$ cat src/design/lms_defs.svh
// Converter bus, received word and transmit word width macros
`ifndef LMS_DEFS_SVH
`define LMS_DEFS_SVH

// Converter bus width of the LMS transceiver where I and Q share the pins
`define LMS_SAMPLE_W 12

// Received word width handed on to the DSP
`define LMS_ADC_W 14

// Transmit word width coming from the DSP
`define LMS_DAC_W 16

`endif

$ cat src/design/lms_pkg.sv
// Package with the sample word types and the IQ phase enum
`default_nettype none

`include "lms_defs.svh"

package lms_pkg;

   // One sample as seen on the converter bus
   typedef logic [`LMS_SAMPLE_W-1:0] lms_sample_t;

   typedef logic [`LMS_ADC_W-1:0] adc_word_t;    // Zero-extended receive word
   typedef logic [`LMS_DAC_W-1:0] dac_word_t;    // Only the low bits reach the DAC

   // Transmit phase and meaning of every IQ-select level
   typedef enum logic
   {
      IQ_PHASE_I = 1'b0,
      IQ_PHASE_Q = 1'b1
   } iq_phase_t;

endpackage

`default_nettype wire

$ cat src/design/lms_frontend.sv
// Top level joining two receive channels, the transmitter and the SPI router
`timescale 1ns/1ps
`default_nettype none

module lms_frontend
(
   input  logic                 dsp_clk,
   input  logic                 arst_n_i,
   input  lms_pkg::lms_sample_t rx1_d_i,
   input  lms_pkg::iq_phase_t   rx1_iqsel_i,
   input  lms_pkg::lms_sample_t rx2_d_i,
   input  lms_pkg::iq_phase_t   rx2_iqsel_i,
   input  lms_pkg::dac_word_t   dac1_i_i,
   input  lms_pkg::dac_word_t   dac1_q_i,
   input  lms_pkg::dac_word_t   dac2_i_i,
   input  lms_pkg::dac_word_t   dac2_q_i,
   input  logic                 sclk_i,
   input  logic                 mosi_i,
   input  logic                 sen_dac_n_i,
   input  logic                 sen_lms1_n_i,
   input  logic                 sen_lms2_n_i,
   input  logic                 miso_dac_i,
   input  logic                 miso_lms1_i,
   input  logic                 miso_lms2_i,
   output lms_pkg::adc_word_t   rx1_i_o,
   output lms_pkg::adc_word_t   rx1_q_o,
   output lms_pkg::adc_word_t   rx2_i_o,
   output lms_pkg::adc_word_t   rx2_q_o,
   output lms_pkg::lms_sample_t tx1_d_o,
   output lms_pkg::iq_phase_t   tx1_iqsel_o,
   output lms_pkg::lms_sample_t tx2_d_o,
   output lms_pkg::iq_phase_t   tx2_iqsel_o,
   output logic                 sclk_dac_o,
   output logic                 sclk_lms1_o,
   output logic                 mosi_lms1_o,
   output logic                 sclk_lms2_o,
   output logic                 mosi_lms2_o,
   output logic                 miso_o,
   output logic                 sen_dac_n_o,
   output logic                 sen_lms1_n_o,
   output logic                 sen_lms2_n_o
);

   import lms_pkg::*;

   iq_phase_t tx_iqsel;    // One phase drives both DAC selects

   // Receive channel 1
   lms_rx_deinterleave rx1_deint
   (
      .dsp_clk    (dsp_clk),
      .arst_n_i   (arst_n_i),
      .rx_d_i     (rx1_d_i),
      .rx_iqsel_i (rx1_iqsel_i),
      .adc_i_o    (rx1_i_o),
      .adc_q_o    (rx1_q_o)
   );

   // Receive channel 2
   lms_rx_deinterleave rx2_deint
   (
      .dsp_clk    (dsp_clk),
      .arst_n_i   (arst_n_i),
      .rx_d_i     (rx2_d_i),
      .rx_iqsel_i (rx2_iqsel_i),
      .adc_i_o    (rx2_i_o),
      .adc_q_o    (rx2_q_o)
   );

   lms_tx_interleave tx_ileave
   (
      .dsp_clk    (dsp_clk),
      .arst_n_i   (arst_n_i),
      .dac1_i_i   (dac1_i_i),
      .dac1_q_i   (dac1_q_i),
      .dac2_i_i   (dac2_i_i),
      .dac2_q_i   (dac2_q_i),
      .tx1_d_o    (tx1_d_o),
      .tx2_d_o    (tx2_d_o),
      .tx_iqsel_o (tx_iqsel)
   );

   assign tx1_iqsel_o = tx_iqsel;
   assign tx2_iqsel_o = tx_iqsel;

   lms_spi_route spi_route
   (
      .sclk_i       (sclk_i),
      .mosi_i       (mosi_i),
      .sen_dac_n_i  (sen_dac_n_i),
      .sen_lms1_n_i (sen_lms1_n_i),
      .sen_lms2_n_i (sen_lms2_n_i),
      .miso_dac_i   (miso_dac_i),
      .miso_lms1_i  (miso_lms1_i),
      .miso_lms2_i  (miso_lms2_i),
      .sclk_dac_o   (sclk_dac_o),
      .sclk_lms1_o  (sclk_lms1_o),
      .mosi_lms1_o  (mosi_lms1_o),
      .sclk_lms2_o  (sclk_lms2_o),
      .mosi_lms2_o  (mosi_lms2_o),
      .miso_o       (miso_o)
   );

   // Chip selects go straight out to the pins
   assign sen_dac_n_o  = sen_dac_n_i;
   assign sen_lms1_n_o = sen_lms1_n_i;
   assign sen_lms2_n_o = sen_lms2_n_i;

endmodule

`default_nettype wire

$ cat src/design/lms_rx_deinterleave.sv
// Receive I/Q de-interleaver for one transceiver channel
`timescale 1ns/1ps
`default_nettype none

`include "lms_defs.svh"

module lms_rx_deinterleave
(
   input  logic                dsp_clk,
   input  logic                arst_n_i,
   input  lms_pkg::lms_sample_t rx_d_i,      // I and Q alternate on this bus
   input  lms_pkg::iq_phase_t   rx_iqsel_i,  // Tells which word is on the bus
   output lms_pkg::adc_word_t   adc_i_o,
   output lms_pkg::adc_word_t   adc_q_o
);

   import lms_pkg::*;

   adc_word_t rx_ext;

   // Unsigned converter so the upper bits are zero
   assign rx_ext = {{(`LMS_ADC_W - `LMS_SAMPLE_W){1'b0}}, rx_d_i};

   // Select level steers the sample into one word while the other one holds
   always_ff @(posedge dsp_clk or negedge arst_n_i)
   begin
      if (!arst_n_i)
      begin
         adc_i_o <= '0;
         adc_q_o <= '0;
      end
      else if (rx_iqsel_i == IQ_PHASE_I)
      begin
         adc_i_o <= rx_ext;    // I word
      end
      else
      begin
         adc_q_o <= rx_ext;    // Q word
      end
   end

endmodule

`default_nettype wire

$ cat src/design/lms_spi_route.sv
// SPI clock and data gating per chip select and MISO combining
`timescale 1ns/1ps
`default_nettype none

module lms_spi_route
(
   input  logic sclk_i,
   input  logic mosi_i,
   input  logic sen_dac_n_i,
   input  logic sen_lms1_n_i,
   input  logic sen_lms2_n_i,
   input  logic miso_dac_i,
   input  logic miso_lms1_i,
   input  logic miso_lms2_i,
   output logic sclk_dac_o,
   output logic sclk_lms1_o,
   output logic mosi_lms1_o,
   output logic sclk_lms2_o,
   output logic mosi_lms2_o,
   output logic miso_o
);

   logic dac_sel;
   logic lms1_sel;
   logic lms2_sel;

   // Selects are active low
   assign dac_sel  = ~sen_dac_n_i;
   assign lms1_sel = ~sen_lms1_n_i;
   assign lms2_sel = ~sen_lms2_n_i;

   assign sclk_dac_o  = sclk_i;    // DAC clock runs ungated, as on the board

   // Transceiver lines stay quiet while not selected
   assign sclk_lms1_o = lms1_sel & sclk_i;
   assign mosi_lms1_o = lms1_sel & mosi_i;
   assign sclk_lms2_o = lms2_sel & sclk_i;
   assign mosi_lms2_o = lms2_sel & mosi_i;

   // Only selected chips reach the master
   assign miso_o = (dac_sel & miso_dac_i) | (lms1_sel & miso_lms1_i) |
                   (lms2_sel & miso_lms2_i);

endmodule

`default_nettype wire

$ cat src/design/lms_tx_interleave.sv
// Two-channel transmit I/Q interleaver with its shared phase state
`timescale 1ns/1ps
`default_nettype none

`include "lms_defs.svh"

module lms_tx_interleave
(
   input  logic                 dsp_clk,
   input  logic                 arst_n_i,
   input  lms_pkg::dac_word_t   dac1_i_i,
   input  lms_pkg::dac_word_t   dac1_q_i,
   input  lms_pkg::dac_word_t   dac2_i_i,
   input  lms_pkg::dac_word_t   dac2_q_i,
   output lms_pkg::lms_sample_t tx1_d_o,
   output lms_pkg::lms_sample_t tx2_d_o,
   output lms_pkg::iq_phase_t   tx_iqsel_o    // Shared by both channels
);

   import lms_pkg::*;

   iq_phase_t phase;     // Half-rate phase that toggles every cycle
   iq_phase_t phase_nxt;

   assign phase_nxt = (phase == IQ_PHASE_I) ? IQ_PHASE_Q : IQ_PHASE_I;

   always_ff @(posedge dsp_clk or negedge arst_n_i)
   begin
      if (!arst_n_i)
      begin
         phase      <= IQ_PHASE_I;
         tx_iqsel_o <= IQ_PHASE_I;
         tx1_d_o    <= '0;
         tx2_d_o    <= '0;
      end
      else
      begin
         phase      <= phase_nxt;
         tx_iqsel_o <= phase;    // Select marks the word sent with it

         // Both channels send the same half of their pair
         if (phase == IQ_PHASE_I)
         begin
            tx1_d_o <= dac1_i_i[`LMS_SAMPLE_W-1:0];
            tx2_d_o <= dac2_i_i[`LMS_SAMPLE_W-1:0];
         end
         else
         begin
            tx1_d_o <= dac1_q_i[`LMS_SAMPLE_W-1:0];
            tx2_d_o <= dac2_q_i[`LMS_SAMPLE_W-1:0];
         end
      end
   end

endmodule

`default_nettype wire

$ cat config.mk
export PLATFORM = sky130hd
export DESIGN_NAME = lms_frontend
export DESIGN_NICKNAME = d
export VERILOG_FILES = /design/src/design/lms_pkg.sv /design/src/design/lms_frontend.sv /design/src/design/lms_rx_deinterleave.sv /design/src/design/lms_spi_route.sv /design/src/design/lms_tx_interleave.sv
export VERILOG_INCLUDE_DIRS = /design/src /design/src/design
export SDC_FILE = /design/constraint.sdc
export NUM_CORES = 1
export LEC_CHECK = 0
export ABC_AREA = 0
export BUFFER_PORTS_ARGS = -buffer_cell sky130_fd_sc_hd__buf_4
export CAP_MARGIN = 10
export CORE_ASPECT_RATIO = 1.1
export CORE_UTILIZATION = 43
export CTS_CLUSTER_DIAMETER = 80
export DETAILED_ROUTE_END_ITERATION = 6
export PLACE_DENSITY = 0.9
export SYNTH_ARGS = -nofsm -noshare
export SYNTH_HDL_FRONTEND = slang
export SYNTH_HIERARCHICAL = 1
export SYNTH_SLANG_ARGS = --single-unit
$ cat constraint.sdc
create_clock -name dsp_clk -period 1.6 [get_ports dsp_clk]
set_clock_uncertainty 0.2 [all_clocks]
set_input_delay 0.08 -clock dsp_clk [delete_from_list [all_inputs] [get_ports dsp_clk]]
set_output_delay 0.08 -clock dsp_clk [all_outputs]
set_load 0.02 [all_outputs]
==> results by group <==
Outcome
  • Status: complete, but fails checks
  • Violated checks: design-rule violations

Power
  • Static Leak: 2.73 nW
  • Peak supply drop: 0.000767 V
  • Pwr Density: 927 nW/um2
  • Tot Pwr: 4.94 mW

Die
  • # IOs: 191
  • Std-Cell Rows: 32
  • Core ar.: 7130 um2
  • Die Wd: 84.3 um
  • Die height: 92.5 um
  • Initial core utilization: 0.449
  • Die area: 7790 um2

STA
  • Final min period: 1.31 ns
  • Final-report setup violation count: 0
  • Final Slew Violations: 0
  • Tcrit/Tclk final: 0.817
  • Setup TNS: 0 ns
  • Fmax: 765 MHz
  • RSZ-0062 raised after global routing: no
  • Final hold vios: 0

GRT
  • Largest net degree at the start of global routing: 75
  • Total Routing Usage GR: 0.236
  • Vias in the first global route: 2,628
  • GRT Residual Overflow: 0
  • Global-route wire length before repair: 13,800 um
  • Number of antenna violations at the first check in global routing: 0

Setup path
  • Max FO, Critical Path: 26
  • Critical Path Sink Type: flop
  • Worst setup SP type: flop
  • Arr. time, crit path: 1.33 ns
  • Critical path class: reg2reg
  • Worst endpoint required time: 1.62 ns

Yosys
  • Syn Std Cell Area: 3200 um2
  • Syn Area/Cell: 17.9 um2
  • Post-Synth XOR/XNOR Area: 0
  • Simple-Gate Fraction of Synth Area: 0.00977
  • Yosys reg bits: 74
  • Mux cell area share after synthesis: 0.323
  • Adder-Cell Fraction of Synth Area: 0
  • Main combinational cell family by area after synthesis: multiplexers
  • Mapped Cells: 179
  • Post-synthesis compound-gate area fraction: 0.00469
  • Yosys warning total: 6
  • Post-synthesis cell type count: 11
  • Seq/Total Area, Yosys: 0.579

Detailed routing
  • DR pass1 iterations: 6
  • Antenna Nets Post-Route: 0
  • Drt wl/cell: 17.6 um
  • Initial DRC Count: 67
  • Vias after detailed routing: 2,340
  • Vias per cell: 4.63
  • Post-Route WL: 8880 um
  • Drt drc: 16

Flow run
  • Max Cap Viol: 0

CTS
  • Later-pin clock latency in the skew report: 0.33 ns
  • CTS Buffer Depth: 2
  • PostCTS Resize Cnt: 0
  • H-tree depth: 3
  • Post-CTS Setup Repair Bufs: 0
  • CTS clk-pin slew, worst paths: 0.07 ns
  • CTS Root Cell: clkbuf_8
  • CTS tree: done
  • Clock Sinks: 74
  • Number of buffers created by CTS: 9

Finish
  • Fill cells: 419
  • Final #Nets: 515
  • Ant diodes: 0
  • Synth-to-Final Area Change: 66.6%
  • Most frequent cells in the layout: buf_4 (166), dfrtp_1 (74), dlygate4sd3_1 (73)
  • Layout cells sized above 1: 0.612
  • Post-layout util: 0.748
  • Commonest non-fill, non-tap cell in the layout: buf_4

Worst hold path
  • Hold Crit Class: in2reg

Placement
  • Placer congestion estimate: 0.779
  • Port bufs: 166
  • DP HPWL: 4760 um
[where the power goes]
part,internal (mW),switching (mW),leakage (nW),total [mW]
registers,2.02,0.0821,0.865,2.10
clock network,1.00,0.666,0.119,1.67
logic,0.661,0.507,1.75,1.17
total,3.69,1.26,2.73,4.94
[synth_stat cells (all sizes together)]
library cell / n / area (um2)
conb: 2 / 7.51
inv: 3 / 11.3
nor2b: 4 / 25.0
dfrtp: 74 / 1850
o221ai: 1 / 15.0
mux2: 72 / 1030
buf: 22 / 251
nand2b: 1 / 6.26
[worst max-delay path, cell delays in order (launching register included)]
cell and delay (ns):
dfrtp_1 0.39, buf_12 0.22, mux2_2 0.37
[flip-flops by register name (all words and copies together) (netlist names)]
signal                cells
tx_ileave/tx1_d_o        12
tx_ileave/tx2_d_o        12
rx1_deint/adc_i_o        12
rx2_deint/adc_i_o        12
tx_ileave/phase           1
rx2_deint/adc_q_o        12
tx_ileave/tx_iqsel_o      1
rx1_deint/adc_q_o        12
[what timing repair did]
item,CTS,global route
hold endpoints to repair,146,0
setup endpoints to repair,0,0
hold buffers,73,0
[stage by stage]
step | instances | worst slack [ns] | instance area (um2) | hold WS (ns)
5_1_grt | 505 | 0.280 | 5330 | 0.0336
3_5_place_dp | 416 | 0.348 | 4360 | -0.0751
6_report | 505 | 0.293 | 5330 | 0.0499
3_3_place_gp | 416 | 0.358 | 4360 | -0.0846
4_1_cts | 505 | 0.342 | 5330 | 0.0318
2_1_floorplan | 185 | 0.352 | 3220 | -0.416
[layer usage]
metal,GRT usage,share of wire
met1,0.241,0.36
met5,0,0
met3,0.0606,0.061
met2,0.450,0.55
met4,0.108,0.024
[cell type report]
| cell class | instances | area, um2 | area share |
|---|---|---|---|
| timing repair buffer | 241 | 2020 | 0.378 |
| sequential | 74 | 1850 | 0.347 |
| multi-input combinational | 86 | 1110 | 0.208 |
| clock buffer | 12 | 165 | 0.0310 |
| tap | 85 | 106 | 0.0199 |
| clock inverter | 4 | 72.6 | 0.0136 |
| inverter | 3 | 11.3 | 0.00211 |
[path summary, 6_finish.rpt]
| kind | start | end | slack (ns) | cells after the start |
|---|---|---|---|---|
| setup / recovery | tx_ileave/phase | tx_ileave/tx1_d_o[11] | 0.29 | 2 |
| hold / removal | rx1_iqsel_i | rx1_deint/adc_q_o[9] | 0.05 | 2 |
| setup reg to reg | tx_ileave/phase | tx_ileave/tx1_d_o[11] | 0.29 | 2 |
| hold reg to reg | rx1_deint/adc_q_o[8] | rx1_deint/adc_q_o[8] | 0.31 | 1 |
| max in group asynchronous | arst_n_i | rx1_deint/adc_q_o[1] | 0.78 | 3 |
| min in group asynchronous | arst_n_i | rx1_deint/adc_i_o[0] | 0.08 | 3 |
[cells by family after synthesis]
logic type,after synthesis
flip-flops,74
AO/OA/AOI/OAI,1
AND/OR/NAND/NOR,5
other,2
buffers and inverters,25
multiplexers,72
No activity file was read; power rests on OpenSTA's default activity.
